File: src/hdl/id_pkg.sv
package id_pkg;

    // --------------------------------------------------
    // widths
    // --------------------------------------------------
    localparam int XLEN       = 32;
    localparam int REG_ADDR_W = 5;
    localparam int ALUOP_W    = 8;

    typedef logic [REG_ADDR_W-1:0] reg_addr_t;
    typedef logic [XLEN-1:0]       word_t;

    // --------------------------------------------------
    // issue side and instruction class codes
    // --------------------------------------------------
    // instructions handed over by issue this cycle
    typedef enum logic [1:0] {
        NO_ISSUE     = 2'd0,
        SINGLE_ISSUE = 2'd1,
        DOUBLE_ISSUE = 2'd2
    } issue_mode_t;

    // branch and likely own a delay slot
    typedef enum logic [3:0] {
        ALU_NOP    = 4'd0,
        ALU_LOGIC  = 4'd1,
        ALU_ARITH  = 4'd2,
        ALU_LOAD   = 4'd3,
        ALU_STORE  = 4'd4,
        ALU_BRANCH = 4'd5,
        ALU_LIKELY = 4'd6
    } alu_sel_t;

endpackage

File: src/hdl/id_slot_reg.sv
`timescale 1ns/1ps

module id_slot_reg (
    input  logic                       clk,
    input  logic                       load_i,
    input  id_pkg::word_t              pc_i,
    input  logic                       reg_write_i,
    input  id_pkg::reg_addr_t          waddr_i,
    input  id_pkg::alu_sel_t           alusel_i,
    input  logic [id_pkg::ALUOP_W-1:0] aluop_i,
    input  logic                       rs_read_i,
    input  id_pkg::reg_addr_t          rs_i,
    input  logic                       rt_read_i,
    input  id_pkg::reg_addr_t          rt_i,
    input  id_pkg::word_t              imm_i,
    output id_pkg::word_t              pc_o,
    output logic                       reg_write_o,
    output id_pkg::reg_addr_t          waddr_o,
    output id_pkg::alu_sel_t           alusel_o,
    output logic [id_pkg::ALUOP_W-1:0] aluop_o,
    output logic                       rs_read_o,
    output id_pkg::reg_addr_t          rs_o,
    output logic                       rt_read_o,
    output id_pkg::reg_addr_t          rt_o,
    output id_pkg::word_t              imm_o
);

    // contents only meaningful while the slot valid bit is set
    always_ff @(posedge clk) begin
        if (load_i) begin
            pc_o        <= pc_i;
            reg_write_o <= reg_write_i;
            waddr_o     <= waddr_i;
            alusel_o    <= alusel_i;
            aluop_o     <= aluop_i;
            rs_read_o   <= rs_read_i;
            rs_o        <= rs_i;
            rt_read_o   <= rt_read_i;
            rt_o        <= rt_i;
            imm_o       <= imm_i;
        end
    end

endmodule

File: src/hdl/id_stage.sv
`timescale 1ns/1ps

module id_stage (
    input  logic                       clk,
    input  logic                       arst_n_i,
    // issue side
    input  id_pkg::issue_mode_t        issue_mode_i,
    input  id_pkg::word_t              pc_p_i,       pc_s_i,
    input  logic                       reg_write_p_i, reg_write_s_i,
    input  id_pkg::reg_addr_t          waddr_p_i,    waddr_s_i,
    input  id_pkg::alu_sel_t           alusel_p_i,   alusel_s_i,
    input  logic [id_pkg::ALUOP_W-1:0] aluop_p_i,    aluop_s_i,
    input  logic                       rs_read_p_i,  rs_read_s_i,
    input  id_pkg::reg_addr_t          rs_p_i,       rs_s_i,
    input  logic                       rt_read_p_i,  rt_read_s_i,
    input  id_pkg::reg_addr_t          rt_p_i,       rt_s_i,
    input  id_pkg::word_t              imm_p_i,      imm_s_i,
    output logic                       id_allowin_o,
    // execute side
    input  logic                       ex_allowin_i,
    input  logic                       branch_flag_i,
    input  logic                       exception_flag_i,
    output logic                       id_ex_valid_o,
    output logic                       valid_s_o,
    output id_pkg::word_t              pc_p_o,       pc_s_o,
    output logic                       reg_write_p_o, reg_write_s_o,
    output id_pkg::reg_addr_t          waddr_p_o,    waddr_s_o,
    output id_pkg::alu_sel_t           alusel_p_o,   alusel_s_o,
    output logic [id_pkg::ALUOP_W-1:0] aluop_p_o,    aluop_s_o,
    output id_pkg::word_t              opdata1_p_o,  opdata1_s_o,
    output id_pkg::word_t              opdata2_p_o,  opdata2_s_o,
    output logic                       in_delay_p_o, in_delay_s_o,
    // loads in flight
    input  logic                       ex_load_i,    mem_load_i,
    input  id_pkg::reg_addr_t          ex_load_waddr_i, mem_load_waddr_i,
    // forwarding ports
    input  logic                       ex_w1_we_i,   ex_w2_we_i,
    input  id_pkg::reg_addr_t          ex_w1_addr_i, ex_w2_addr_i,
    input  id_pkg::word_t              ex_w1_data_i, ex_w2_data_i,
    input  logic                       mem_w1_we_i,   mem_w2_we_i,
    input  id_pkg::reg_addr_t          mem_w1_addr_i, mem_w2_addr_i,
    input  id_pkg::word_t              mem_w1_data_i, mem_w2_data_i,
    input  logic                       wb_w1_we_i,   wb_w2_we_i,
    input  id_pkg::reg_addr_t          wb_w1_addr_i, wb_w2_addr_i,
    input  id_pkg::word_t              wb_w1_data_i, wb_w2_data_i,
    // register file
    output id_pkg::reg_addr_t          rs_p_o,       rt_p_o,
    output id_pkg::reg_addr_t          rs_s_o,       rt_s_o,
    input  id_pkg::word_t              rf_rs_p_i,    rf_rt_p_i,
    input  id_pkg::word_t              rf_rs_s_i,    rf_rt_s_i
);

    logic                       valid_p, valid_s, load_p, load_s, stall_p, stall_s;
    id_pkg::word_t              pc_p_q, pc_s_q, imm_p_q, imm_s_q;
    logic                       reg_write_p_q, reg_write_s_q;
    id_pkg::reg_addr_t          waddr_p_q, waddr_s_q;
    id_pkg::alu_sel_t           alusel_p_q, alusel_s_q;
    logic [id_pkg::ALUOP_W-1:0] aluop_p_q, aluop_s_q;
    logic                       rs_read_p_q, rs_read_s_q, rt_read_p_q, rt_read_s_q;
    id_pkg::word_t              op1_p, op2_p, op1_s, op2_s;

    id_stage_ctrl u_ctrl (
        .clk(clk), .arst_n_i(arst_n_i), .issue_mode_i(issue_mode_i),
        .ex_allowin_i(ex_allowin_i), .branch_flag_i(branch_flag_i),
        .exception_flag_i(exception_flag_i), .stall_p_i(stall_p), .stall_s_i(stall_s),
        .alusel_p_i(alusel_p_q), .id_allowin_o(id_allowin_o),
        .id_ex_valid_o(id_ex_valid_o), .valid_p_o(valid_p), .valid_s_o(valid_s),
        .load_p_o(load_p), .load_s_o(load_s),
        .in_delay_p_o(in_delay_p_o), .in_delay_s_o(in_delay_s_o)
    );

    // --------------------------------------------------
    // slot storage
    // --------------------------------------------------
    id_slot_reg u_slot_p (
        .clk(clk), .load_i(load_p),
        .pc_i(pc_p_i), .reg_write_i(reg_write_p_i), .waddr_i(waddr_p_i),
        .alusel_i(alusel_p_i), .aluop_i(aluop_p_i), .rs_read_i(rs_read_p_i),
        .rs_i(rs_p_i), .rt_read_i(rt_read_p_i), .rt_i(rt_p_i), .imm_i(imm_p_i),
        .pc_o(pc_p_q), .reg_write_o(reg_write_p_q), .waddr_o(waddr_p_q),
        .alusel_o(alusel_p_q), .aluop_o(aluop_p_q), .rs_read_o(rs_read_p_q),
        .rs_o(rs_p_o), .rt_read_o(rt_read_p_q), .rt_o(rt_p_o), .imm_o(imm_p_q)
    );

    id_slot_reg u_slot_s (
        .clk(clk), .load_i(load_s),
        .pc_i(pc_s_i), .reg_write_i(reg_write_s_i), .waddr_i(waddr_s_i),
        .alusel_i(alusel_s_i), .aluop_i(aluop_s_i), .rs_read_i(rs_read_s_i),
        .rs_i(rs_s_i), .rt_read_i(rt_read_s_i), .rt_i(rt_s_i), .imm_i(imm_s_i),
        .pc_o(pc_s_q), .reg_write_o(reg_write_s_q), .waddr_o(waddr_s_q),
        .alusel_o(alusel_s_q), .aluop_o(aluop_s_q), .rs_read_o(rs_read_s_q),
        .rs_o(rs_s_o), .rt_read_o(rt_read_s_q), .rt_o(rt_s_o), .imm_o(imm_s_q)
    );

    // --------------------------------------------------
    // operands and load-use hazards
    // --------------------------------------------------
    operand_fwd u_fwd_p (
        .rs_read_i(rs_read_p_q), .rt_read_i(rt_read_p_q), .rs_i(rs_p_o), .rt_i(rt_p_o),
        .imm_i(imm_p_q), .rf_rs_i(rf_rs_p_i), .rf_rt_i(rf_rt_p_i),
        .ex_w1_we_i(ex_w1_we_i), .ex_w1_addr_i(ex_w1_addr_i), .ex_w1_data_i(ex_w1_data_i),
        .ex_w2_we_i(ex_w2_we_i), .ex_w2_addr_i(ex_w2_addr_i), .ex_w2_data_i(ex_w2_data_i),
        .mem_w1_we_i(mem_w1_we_i), .mem_w1_addr_i(mem_w1_addr_i),
        .mem_w1_data_i(mem_w1_data_i), .mem_w2_we_i(mem_w2_we_i),
        .mem_w2_addr_i(mem_w2_addr_i), .mem_w2_data_i(mem_w2_data_i),
        .wb_w1_we_i(wb_w1_we_i), .wb_w1_addr_i(wb_w1_addr_i), .wb_w1_data_i(wb_w1_data_i),
        .wb_w2_we_i(wb_w2_we_i), .wb_w2_addr_i(wb_w2_addr_i), .wb_w2_data_i(wb_w2_data_i),
        .opdata1_o(op1_p), .opdata2_o(op2_p)
    );

    operand_fwd u_fwd_s (
        .rs_read_i(rs_read_s_q), .rt_read_i(rt_read_s_q), .rs_i(rs_s_o), .rt_i(rt_s_o),
        .imm_i(imm_s_q), .rf_rs_i(rf_rs_s_i), .rf_rt_i(rf_rt_s_i),
        .ex_w1_we_i(ex_w1_we_i), .ex_w1_addr_i(ex_w1_addr_i), .ex_w1_data_i(ex_w1_data_i),
        .ex_w2_we_i(ex_w2_we_i), .ex_w2_addr_i(ex_w2_addr_i), .ex_w2_data_i(ex_w2_data_i),
        .mem_w1_we_i(mem_w1_we_i), .mem_w1_addr_i(mem_w1_addr_i),
        .mem_w1_data_i(mem_w1_data_i), .mem_w2_we_i(mem_w2_we_i),
        .mem_w2_addr_i(mem_w2_addr_i), .mem_w2_data_i(mem_w2_data_i),
        .wb_w1_we_i(wb_w1_we_i), .wb_w1_addr_i(wb_w1_addr_i), .wb_w1_data_i(wb_w1_data_i),
        .wb_w2_we_i(wb_w2_we_i), .wb_w2_addr_i(wb_w2_addr_i), .wb_w2_data_i(wb_w2_data_i),
        .opdata1_o(op1_s), .opdata2_o(op2_s)
    );

    load_use_detect u_lu_p (
        .rs_read_i(rs_read_p_q), .rt_read_i(rt_read_p_q), .rs_i(rs_p_o), .rt_i(rt_p_o),
        .ex_load_i(ex_load_i), .ex_load_waddr_i(ex_load_waddr_i),
        .mem_load_i(mem_load_i), .mem_load_waddr_i(mem_load_waddr_i), .stall_o(stall_p)
    );

    load_use_detect u_lu_s (
        .rs_read_i(rs_read_s_q), .rt_read_i(rt_read_s_q), .rs_i(rs_s_o), .rt_i(rt_s_o),
        .ex_load_i(ex_load_i), .ex_load_waddr_i(ex_load_waddr_i),
        .mem_load_i(mem_load_i), .mem_load_waddr_i(mem_load_waddr_i), .stall_o(stall_s)
    );

    // empty slots read as zero
    assign valid_s_o     = valid_s;
    assign pc_p_o        = valid_p ? pc_p_q : '0;
    assign reg_write_p_o = valid_p && reg_write_p_q;
    assign waddr_p_o     = valid_p ? waddr_p_q : '0;
    assign alusel_p_o    = valid_p ? alusel_p_q : id_pkg::ALU_NOP;
    assign aluop_p_o     = valid_p ? aluop_p_q : '0;
    assign opdata1_p_o   = valid_p ? op1_p : '0;
    assign opdata2_p_o   = valid_p ? op2_p : '0;
    assign pc_s_o        = valid_s ? pc_s_q : '0;
    assign reg_write_s_o = valid_s && reg_write_s_q;
    assign waddr_s_o     = valid_s ? waddr_s_q : '0;
    assign alusel_s_o    = valid_s ? alusel_s_q : id_pkg::ALU_NOP;
    assign aluop_s_o     = valid_s ? aluop_s_q : '0;
    assign opdata1_s_o   = valid_s ? op1_s : '0;
    assign opdata2_s_o   = valid_s ? op2_s : '0;

endmodule

File: src/hdl/id_stage_ctrl.sv
`timescale 1ns/1ps

module id_stage_ctrl (
    input  logic                clk,
    input  logic                arst_n_i,
    input  id_pkg::issue_mode_t issue_mode_i,
    input  logic                ex_allowin_i,
    input  logic                branch_flag_i,
    input  logic                exception_flag_i,
    input  logic                stall_p_i,
    input  logic                stall_s_i,
    input  id_pkg::alu_sel_t    alusel_p_i,
    output logic                id_allowin_o,
    output logic                id_ex_valid_o,
    output logic                valid_p_o,
    output logic                valid_s_o,
    output logic                load_p_o,
    output logic                load_s_o,
    output logic                in_delay_p_o,
    output logic                in_delay_s_o
);

    logic valid_p_q;
    logic valid_s_q;
    logic delay_slot_q;
    logic ready_go;
    logic flush_all;
    logic flush_s;
    logic is_branch_p;

    assign is_branch_p = (alusel_p_i == id_pkg::ALU_BRANCH) ||
                         (alusel_p_i == id_pkg::ALU_LIKELY);

    // pending delay slot keeps the primary alive
    assign flush_all = exception_flag_i || (branch_flag_i && !delay_slot_q);
    assign flush_s   = branch_flag_i && delay_slot_q;

    assign ready_go      = !stall_p_i && (!valid_s_q || !stall_s_i) && !branch_flag_i;
    assign id_allowin_o  = !valid_p_q || (ready_go && ex_allowin_i);
    assign id_ex_valid_o = valid_p_q && ready_go;

    // capture strobes for the slot registers
    assign load_p_o = id_allowin_o && (issue_mode_i != id_pkg::NO_ISSUE);
    assign load_s_o = id_allowin_o && (issue_mode_i == id_pkg::DOUBLE_ISSUE);

    always_ff @(posedge clk or negedge arst_n_i) begin
        if (!arst_n_i) begin
            valid_p_q <= 1'b0;
            valid_s_q <= 1'b0;
        end else if (flush_all) begin
            valid_p_q <= 1'b0;
            valid_s_q <= 1'b0;
        end else begin
            if (id_allowin_o) begin
                valid_p_q <= (issue_mode_i != id_pkg::NO_ISSUE);
            end
            if (flush_s) begin
                valid_s_q <= 1'b0;
            end else if (id_allowin_o) begin
                valid_s_q <= (issue_mode_i == id_pkg::DOUBLE_ISSUE);
            end
        end
    end

    // --------------------------------------------------
    // delay slot tracking
    // --------------------------------------------------
    // lone branch leaves its delay slot for the next issue
    always_ff @(posedge clk or negedge arst_n_i) begin
        if (!arst_n_i) begin
            delay_slot_q <= 1'b0;
        end else if (exception_flag_i) begin
            delay_slot_q <= 1'b0;
        end else if (id_ex_valid_o && ex_allowin_i) begin
            delay_slot_q <= !valid_s_q && is_branch_p;
        end
    end

    assign valid_p_o    = valid_p_q;
    assign valid_s_o    = valid_s_q;
    assign in_delay_p_o = valid_p_q && delay_slot_q;
    assign in_delay_s_o = valid_s_q && is_branch_p;

endmodule

File: src/hdl/load_use_detect.sv
`timescale 1ns/1ps

module load_use_detect (
    input  logic              rs_read_i,
    input  logic              rt_read_i,
    input  id_pkg::reg_addr_t rs_i,
    input  id_pkg::reg_addr_t rt_i,
    input  logic              ex_load_i,
    input  id_pkg::reg_addr_t ex_load_waddr_i,
    input  logic              mem_load_i,
    input  id_pkg::reg_addr_t mem_load_waddr_i,
    output logic              stall_o
);

    // load result not yet on any forwarding port
    function automatic logic load_hit(
        input logic              ld,
        input id_pkg::reg_addr_t waddr
    );
        logic src_match;
        src_match = (rs_read_i && (waddr == rs_i)) || (rt_read_i && (waddr == rt_i));
        return ld && (waddr != '0) && src_match;
    endfunction

    always_comb begin
        stall_o = load_hit(ex_load_i, ex_load_waddr_i) ||
                  load_hit(mem_load_i, mem_load_waddr_i);
    end

endmodule

File: src/hdl/operand_fwd.sv
`timescale 1ns/1ps

module operand_fwd (
    input  logic              rs_read_i,
    input  logic              rt_read_i,
    input  id_pkg::reg_addr_t rs_i,
    input  id_pkg::reg_addr_t rt_i,
    input  id_pkg::word_t     imm_i,
    input  id_pkg::word_t     rf_rs_i,
    input  id_pkg::word_t     rf_rt_i,
    input  logic              ex_w1_we_i,
    input  id_pkg::reg_addr_t ex_w1_addr_i,
    input  id_pkg::word_t     ex_w1_data_i,
    input  logic              ex_w2_we_i,
    input  id_pkg::reg_addr_t ex_w2_addr_i,
    input  id_pkg::word_t     ex_w2_data_i,
    input  logic              mem_w1_we_i,
    input  id_pkg::reg_addr_t mem_w1_addr_i,
    input  id_pkg::word_t     mem_w1_data_i,
    input  logic              mem_w2_we_i,
    input  id_pkg::reg_addr_t mem_w2_addr_i,
    input  id_pkg::word_t     mem_w2_data_i,
    input  logic              wb_w1_we_i,
    input  id_pkg::reg_addr_t wb_w1_addr_i,
    input  id_pkg::word_t     wb_w1_data_i,
    input  logic              wb_w2_we_i,
    input  id_pkg::reg_addr_t wb_w2_addr_i,
    input  id_pkg::word_t     wb_w2_data_i,
    output id_pkg::word_t     opdata1_o,
    output id_pkg::word_t     opdata2_o
);

    // index 0 is the youngest result
    logic              fwd_we   [6];
    id_pkg::reg_addr_t fwd_addr [6];
    id_pkg::word_t     fwd_data [6];

    assign fwd_we   = '{ex_w2_we_i, ex_w1_we_i, mem_w2_we_i,
                        mem_w1_we_i, wb_w2_we_i, wb_w1_we_i};
    assign fwd_addr = '{ex_w2_addr_i, ex_w1_addr_i, mem_w2_addr_i,
                        mem_w1_addr_i, wb_w2_addr_i, wb_w1_addr_i};
    assign fwd_data = '{ex_w2_data_i, ex_w1_data_i, mem_w2_data_i,
                        mem_w1_data_i, wb_w2_data_i, wb_w1_data_i};

    function automatic id_pkg::word_t pick_operand(
        input logic              rd,
        input id_pkg::reg_addr_t src,
        input id_pkg::word_t     rf_data
    );
        id_pkg::word_t res;
        res = rf_data;
        // walk from oldest to youngest so the youngest match is kept
        for (int i = 5; i >= 0; i--) begin
            if (fwd_we[i] && (fwd_addr[i] == src) && (src != '0)) begin
                res = fwd_data[i];
            end
        end
        if (!rd) begin
            res = imm_i;
        end
        return res;
    endfunction

    always_comb begin
        opdata1_o = pick_operand(rs_read_i, rs_i, rf_rs_i);
        opdata2_o = pick_operand(rt_read_i, rt_i, rf_rt_i);
    end

endmodule

File: config.mk
export PLATFORM = sky130hd
export DESIGN_NAME = id_stage
export DESIGN_NICKNAME = d
export VERILOG_FILES = /design/src/hdl/id_pkg.sv /design/src/hdl/id_slot_reg.sv /design/src/hdl/id_stage.sv /design/src/hdl/id_stage_ctrl.sv /design/src/hdl/load_use_detect.sv /design/src/hdl/operand_fwd.sv
export SDC_FILE = /design/constraint.sdc
export NUM_CORES = 1
export LEC_CHECK = 0
export ABC_CLOCK_PERIOD_IN_PS = 13100
export BUFFER_PORTS_ARGS = -buffer_cell sky130_fd_sc_hd__buf_2
export CAP_MARGIN = 20
export CORE_AREA = 2 2 318 320
export CTS_CLUSTER_DIAMETER = 150
export DETAILED_ROUTE_END_ITERATION = 8
export DIE_AREA = 0 0 320 322
export GPL_ROUTABILITY_DRIVEN = 0
export GPL_TIMING_DRIVEN = 0
export PLACE_DENSITY_LB_ADDON = 0.25
export SLEW_MARGIN = 15
export SYNTH_ARGS = -nofsm -noshare
export SYNTH_HDL_FRONTEND = slang
export SYNTH_SLANG_ARGS = --single-unit
File: constraint.sdc
create_clock -name clk -period 13.1 [get_ports clk]
set_input_delay 2.62 -clock clk [delete_from_list [all_inputs] [get_ports clk]]
set_output_delay 2.62 -clock clk [all_outputs]
set_load 0.005 [all_outputs]
==> flow_metrics.tcl, run 1 <==
set metrics [dict create \
    cts_resized 0 \
    path_depth 10 \
    rr_worst_depth 9 \
    setup_violations 0 \
    row_count 116 \
    p_switching_mw 0.670 \
    fin_crit_sh_pct 65.3 \
    maxCapViolCount 0 \
    start_util_pct 16.3 \
    instances_no_fill 3870 \
    synthArstFlopShare_pct 1.57 \
    slew_headroom_pct 26.0 \
    path_buf_inv 4 \
    dp.cells 3825 \
    area_growth_pct 39.7 \
    cp_max_fo 10 \
    crit_end "opdata2_s_o[25]" \
    die_y_um 322 \
    outcome "complete, no violations" \
    power.density_mw_per_mm2 81.5 \
    cp-start-kind "input pin" \
    drive_above_1_share_pct 37.9 \
    initialDrtViolationCount 2282 \
    cts-root-buf "clkbuf_16" \
    postRouteAntennaNets 0 \
    clock_skew_ns 0.0338 \
    via_per_inst 5.28 \
    seqPwrFrac_pct 39.6 \
    grt_overflow 0 \
    post_cts_buffers 0 \
    p_leak_nw 8.59 \
    die_area_mm2 0.103 \
    crit_type "input pin to primary output" \
    r2r-end "u_slot_p.imm_o[11]" \
    final_cell_mix "buf_2, edfxtp_1, and2_1" \
    synth_edf_count 188 \
    route.detailed.drc 0 \
    critPathCaptureType "primary output" \
    clock-sinks 191 \
    period_needed_ns 8.56 \
    io_buffers 787 \
    yosys.area.top_type "edfxtp_1" \
    synth_area_mm2 0.0163 \
    yosys.cell_types.count 50 \
    insertion_delay_ns 0.53 \
    clockBufferDepth 2 \
    cp_cell_sequence "buf_1 > xnor2_1 > o211ai_2 > or3_1 > clkbuf_1 > buf_2 > a221o_1 > a221oi_1 > o21ai_1 > buf_2" \
    yosysSeqAreaShare_pct 35.2 \
    crit_family "compound AO/OA/AOI/OAI gates" \
    vias 20442 \
    r2r_start "u_slot_p.rs_o[0]" \
    cp-startpoint "wb_w1_addr_i[0]" \
    dp_hpwl_um 97100 \
    cts_hold_buf 0 \
    antenna_found_initial 34 \
    yosysWarnings 0 \
    hold_viol_final 0 \
    cp_slowest_cell "a221oi_1" \
    synth_cells 1726 \
    ys_seq_elements 191 \
    core_mm2 0.0996 \
    syn_nets 2289 \
    final_common_cell "buf_2" \
    rrSetupSlack_ns 9.37 \
    peakVddDrop_v 0.0000711 \
    combinationalPowerShare_pct 28.7 \
    slowest_delay_ns 0.79 \
    yosys-top-cells-area "edfxtp_1, o221ai_1, o311a_1" \
    synth_top_cell_area_share_pct 34.7 \
    drv_slew 0 \
    post-route-cell-area_mm2 0.0227 \
    arrival_ns 5.94 \
    fp.dieW_um 320 \
    nets 3109 \
    htree_num_levels 4 \
    dr.pass1.iters 7 \
    crit_required_ns 10.48 \
    wire_per_inst_um 32.1 \
    track_usage_pct 22.9 \
    finalWirelength_um 124000 \
    clk_pin_slew_ns 0.09 \
    avgSynthCellArea_um2 9.42 \
    cts_tree "done" \
    swShare_pct 36.2 \
    max_slew.worst_pin.slew_ns 1.11 \
    tns_ns 0 \
    hp-class "flop to flop" \
    n_fill_cell 11208 \
    placed_area_mm2 0.0221 \
    cts_buffers 17 \
    fmax_ghz 0.117 \
    grt_pass1_vias 20081 \
    grt_pass1_wl_um 164000 \
    rsz0062_at_grt "no" \
    crit_top_cell "buf_2" \
    grt_max_degree 42 \
    power.share.clock_pct 31.7 \
    io_pins 816 \
    power.internal_mw 1.18 \
    synth_flop_cell "edfxtp_1" \
]
-- registers in the layout, summed over array words and instances (netlist names), 4 cells and up --
name / count
u_slot_s.pc_o: 32
u_slot_p.waddr_o: 5
u_slot_s.aluop_o: 8
u_slot_s.alusel_o: 4
u_slot_p.rt_o: 5
u_slot_p.aluop_o: 8
u_slot_s.rt_o: 5
u_slot_p.pc_o: 32
u_slot_p.alusel_o: 4
u_slot_s.rs_o: 5
u_slot_s.waddr_o: 5
u_slot_p.imm_o: 32
u_slot_p.rs_o: 5
u_slot_s.imm_o: 32
-- routing by layer --
metal | track usage [%] | vias up | routed length (um)
met5 | 0 | - | 248
met4 | 6.20 | 42 | 3020
met3 | 7.44 | 205 | 13400
li1 | - | 8574 | -
met2 | 37.9 | 1466 | 58400
met1 | 28.4 | 10155 | 49200
-- power by group through the flow --
stage / registers, mW / clock network (mW) / logic, mW
final: 0.732 / 0.586 / 0.532
after floorplan: 0.743 / 0 / 0.229
after global routing: 0.736 / 0.627 / 0.558
after detailed placement: 0.746 / 0 / 0.523
after global placement: 0.752 / 0 / 0.515
after CTS: 0.732 / 0.618 / 0.526
-- worst reg2reg max path, cell delays in order, from the launching register on --
cell      delay (ns)
edfxtp_1        0.49
buf_2           0.41
xor2_1          0.19
nor4_1          0.08
a32oi_1         0.24
o221ai_1        0.33
nor3b_2         0.44
o22a_4          0.55
buf_12          0.30
buf_16          0.30
-- kinds of logic after synthesis --
family	count (synthesis)	share of synthesized area (%)
compound gates	694	35.0
xor+xnor	161	8.67
buf+inv	230	6.82
flops	191	35.2
mux	1	0.0616
simple gates	449	14.2
-- synth_stat cells, drive strengths merged, types with 33 or more instances --
| master | instances |
|---|---|
| clkbuf | 135 |
| o311a | 96 |
| and2 | 142 |
| buf | 90 |
| xor2 | 60 |
| xnor2 | 101 |
| o21ai | 130 |
| a221oi | 128 |
| o221ai | 129 |
| a22oi | 128 |
| edfxtp | 188 |
| o21a | 33 |
| nand2 | 107 |
| nor2 | 120 |
-- final cells by class --
class                      count  area [um2]  area share [%]
clock inverter                15         166           0.733
clock buffer                  17         425            1.87
buffer                       225        1090            4.80
antenna                       13        32.5           0.143
multi-input combinational   1305        9510            41.9
tap                         1298        1620            7.15
inverter                       5        18.8          0.0827
sequential                   191        5720            25.2
timing repair buffer         801        4120            18.1
-- stage by stage --
| step | power (mW) | utilization [%] | setup WS (ns) | hold slack [ns] |
|---|---|---|---|---|
| 5_1_grt | 1.92 | 22.8 | 4.46 | 0.640 |
| 3_3_place_gp | 1.27 | 21.9 | 3.89 | 0.565 |
| 2_1_floorplan | 0.972 | - | 6.10 | 0.524 |
| 3_5_place_dp | 1.27 | 22.2 | 4.51 | 0.573 |
| 6_report | 1.85 | 22.8 | 4.54 | 0.583 |
| 4_1_cts | 1.88 | 22.8 | 4.50 | 0.587 |
-- worst min-delay path by stage --
stage,start,end,depth (start not counted)
2_1_floorplan,u_slot_p.alusel_o[3],u_ctrl.delay_slot_q,2
3_3_place_gp,u_ctrl.delay_slot_q,u_ctrl.delay_slot_q,2
3_5_place_dp,u_ctrl.delay_slot_q,u_ctrl.delay_slot_q,2
4_1_cts,u_ctrl.delay_slot_q,u_ctrl.delay_slot_q,2
5_1_grt,u_ctrl.delay_slot_q,u_ctrl.delay_slot_q,2
6_report,u_ctrl.delay_slot_q,u_ctrl.delay_slot_q,2
(Power assumes the default switching activity.)
==> run 2: changes to the inputs <==
--- a/config.mk
+++ b/config.mk
@@ -5,13 +5,14 @@
 export SDC_FILE = /design/constraint.sdc
 export NUM_CORES = 1
 export LEC_CHECK = 0
-export ABC_CLOCK_PERIOD_IN_PS = 13100
+export ABC_AREA = 1
+export ABC_CLOCK_PERIOD_IN_PS = 8290
 export BUFFER_PORTS_ARGS = -buffer_cell sky130_fd_sc_hd__buf_2
 export CAP_MARGIN = 20
-export CORE_AREA = 2 2 318 320
+export CORE_AREA = 2 2 313 315
 export CTS_CLUSTER_DIAMETER = 150
 export DETAILED_ROUTE_END_ITERATION = 8
-export DIE_AREA = 0 0 320 322
+export DIE_AREA = 0 0 315 317
 export GPL_ROUTABILITY_DRIVEN = 0
 export GPL_TIMING_DRIVEN = 0
 export PLACE_DENSITY_LB_ADDON = 0.25
==> constraint.sdc (replaced) <==
create_clock -name clk -period 8.29 [get_ports clk]
set_input_delay 1.658 -clock clk [delete_from_list [all_inputs] [get_ports clk]]
set_output_delay 1.658 -clock clk [all_outputs]
set_load 0.005 [all_outputs]
==> run 2 against run 1 <==
Effect of this change:
- critical path depth up 2
- sequential share of layout area is 4.6 points lower
- first-iteration DRC count up 77%
- via count up 38%
- worst hold slack better by 0.035 ns
- utilization is 6.1 points higher
- critical path type unchanged
- critical endpoint is now opdata2_p_o[6]
==> flow_metrics.tcl, run 2 <==
set metrics [dict create \
    outcome "complete, no violations" \
    grt_pass1_vias 25189 \
    synth_flop_cell "edfxtp_1" \
    p_leak_nw 15.0 \
    clock-sinks 191 \
    dr.pass1.iters 8 \
    route.detailed.drc 0 \
    core_mm2 0.0963 \
    hp-class "flop to flop" \
    synth_area_mm2 0.0212 \
    regArea_mm2 0.00572 \
    cts_hold_buf 0 \
    setup_ws_ns 2.12 \
    cp-start-kind "input pin" \
    cp_max_fo 10 \
    nets 4936 \
    avgSynthCellArea_um2 6.00 \
    fin_crit_sh_pct 74.5 \
    area_growth_pct 31.0 \
    io_pins 816 \
    slew_headroom_pct 37.3 \
    post-route-cell-area_mm2 0.0278 \
    ys_seq_elements 191 \
    p_switching_mw 1.35 \
    track_usage_pct 26.8 \
    critPathCaptureType "primary output" \
    drv_slew 0 \
    synth_cells 3536 \
    clock_skew_ns 0.0175 \
    syn_nets 4099 \
    cts-root-buf "clkbuf_16" \
    start_util_pct 22.0 \
    wire_per_inst_um 24.8 \
    r2r_start "u_slot_p.rs_o[0]" \
    grt_overflow 0 \
    n_fill_cell 11181 \
    synth_edf_count 188 \
    clockBufferDepth 2 \
    yosys-top-cells-area "edfxtp_1, nand3_1, nand2_1" \
    power.share.clock_pct 28.7 \
    htree_num_levels 4 \
    initialDrtViolationCount 4045 \
    pre_cts_ws_ns 2.09 \
    setup_violations 0 \
    hold_depth 2 \
    drive_above_1_share_pct 26.2 \
    yosysSeqAreaShare_pct 26.9 \
    post_cts_buffers 0 \
    r2r-end "u_slot_s.imm_o[15]" \
    power.density_mw_per_mm2 117 \
    max_slew.worst_pin.slew_ns 0.938 \
    fp.dieW_um 315 \
    hold_start "u_ctrl.delay_slot_q" \
    antenna_found_initial 51 \
    crit_required_ns 6.63 \
    io_buffers 811 \
    row_count 114 \
    die_area_mm2 0.0999 \
    yosys.cell_types.count 44 \
    placed_area_mm2 0.0271 \
    final_common_cell "buf_2" \
    seqPwrFrac_pct 35.7 \
    swShare_pct 41.3 \
    rsz0062_at_grt "no" \
    yosysWarnings 0 \
    multi_input_area_mm2 0.0115 \
    crit_type "input pin to primary output" \
    power.internal_mw 1.91 \
    cts_buffers 17 \
    cts_resized 0 \
    clk_pin_slew_ns 0.09 \
    peakVddDrop_v 0.000211 \
    dp_hpwl_um 120000 \
    holdWs_ns 0.617 \
    period_needed_ns 6.17 \
    postRouteAntennaNets 0 \
    via_per_inst 4.97 \
    hold_viol_final 0 \
    holdPathEnd "u_ctrl.delay_slot_q" \
    finalWirelength_um 141000 \
    synth_top_cell_area_share_pct 26.6 \
    synth.most_common_cell "nand2_1" \
    synthTopCellsByCount "nand2_1, inv_1, nand3_1" \
    final_cell_mix "buf_2, nand2_1, inv_1" \
    cts_tree "done" \
    grt_pass1_wl_um 190000 \
    combinationalPowerShare_pct 35.6 \
    maxCapViolCount 0 \
    arrival_ns 4.52 \
    grt_max_degree 27 \
    vias 28279 \
    rr_worst_depth 17 \
    fmax_ghz 0.162 \
    yosys.area.top_type "edfxtp_1" \
    insertion_delay_ns 0.50 \
    die_y_um 317 \
    synthArstFlopShare_pct 1.57 \
    rrSetupSlack_ns 4.38 \
]
[run 2: worst max path at each step]
stage | startpoint | endpoint | cells past startpoint
after floorplan | mem_load_waddr_i[3] | u_slot_p.aluop_o[0] | 9
after global placement | mem_load_waddr_i[2] | u_slot_p.imm_o[12] | 10
after detailed placement | wb_w1_addr_i[3] | opdata2_s_o[21] | 15
after CTS | wb_w1_addr_i[3] | opdata2_s_o[21] | 15
after global routing | wb_w1_addr_i[2] | opdata2_s_o[21] | 16
final | ex_w1_addr_i[2] | opdata2_p_o[6] | 12
[run 2: critical path, stage by stage]
cell     delay (ns)
buf_2          0.14
inv_1          0.13
o22ai_1        0.10
nor2_1         0.11
nand2_1        0.37
nor2_1         0.69
buf_2          0.34
a21oi_1        0.07
nand2_1        0.17
nand2_1        0.14
a21oi_1        0.38
buf_2          0.20
[run 2: kinds of logic after synthesis]
kind of cell | after synthesis | share of synthesized area [%]
flops | 191 | 26.9
compound gates | 684 | 17.5
xor+xnor | 42 | 1.73
simple gates | 1650 | 35.1
buf+inv | 969 | 18.8
[run 2: routing by layer]
metal  wire length [um]  part of all wire [%]  global-route usage (%)
met5                229                  0.16                       0
met4               2960                   2.1                    6.15
met3              15900                    11                    6.76
met2              63300                    45                    42.3
met1              58600                    42                    36.7
[run 2: power groups by stage]
stage               combinational [mW]  clock, mW  sequential, mW
floorplan                        0.528          0            1.18
CTS                               1.13      0.958            1.16
global placement                  1.10          0            1.20
finish                            1.16      0.934            1.16
global route                      1.23      0.990            1.17
detailed placement                1.12          0            1.18
[run 2: through the flow]
step	setup TNS (ns)	std cells	utilization, %	power, mW
5_1_grt	0	5683	28.8	3.39
3_5_place_dp	0	5630	28.1	2.31
2_1_floorplan	0	3536	-	1.70
4_1_cts	0	5662	28.8	3.24
3_3_place_gp	-434.05	5623	27.9	2.30
6_report	0	5694	28.9	3.25
[run 2: cell type report]
type	count	area share, %
plain buffers	248	4.57
repair buffers	818	15.2
flip-flops and latches	191	20.6
clock buffers	17	1.53
well taps	1276	5.74
clock inverters	15	0.815
multi-input cells	2376	41.5
diodes	32	0.288
inverters	721	9.75
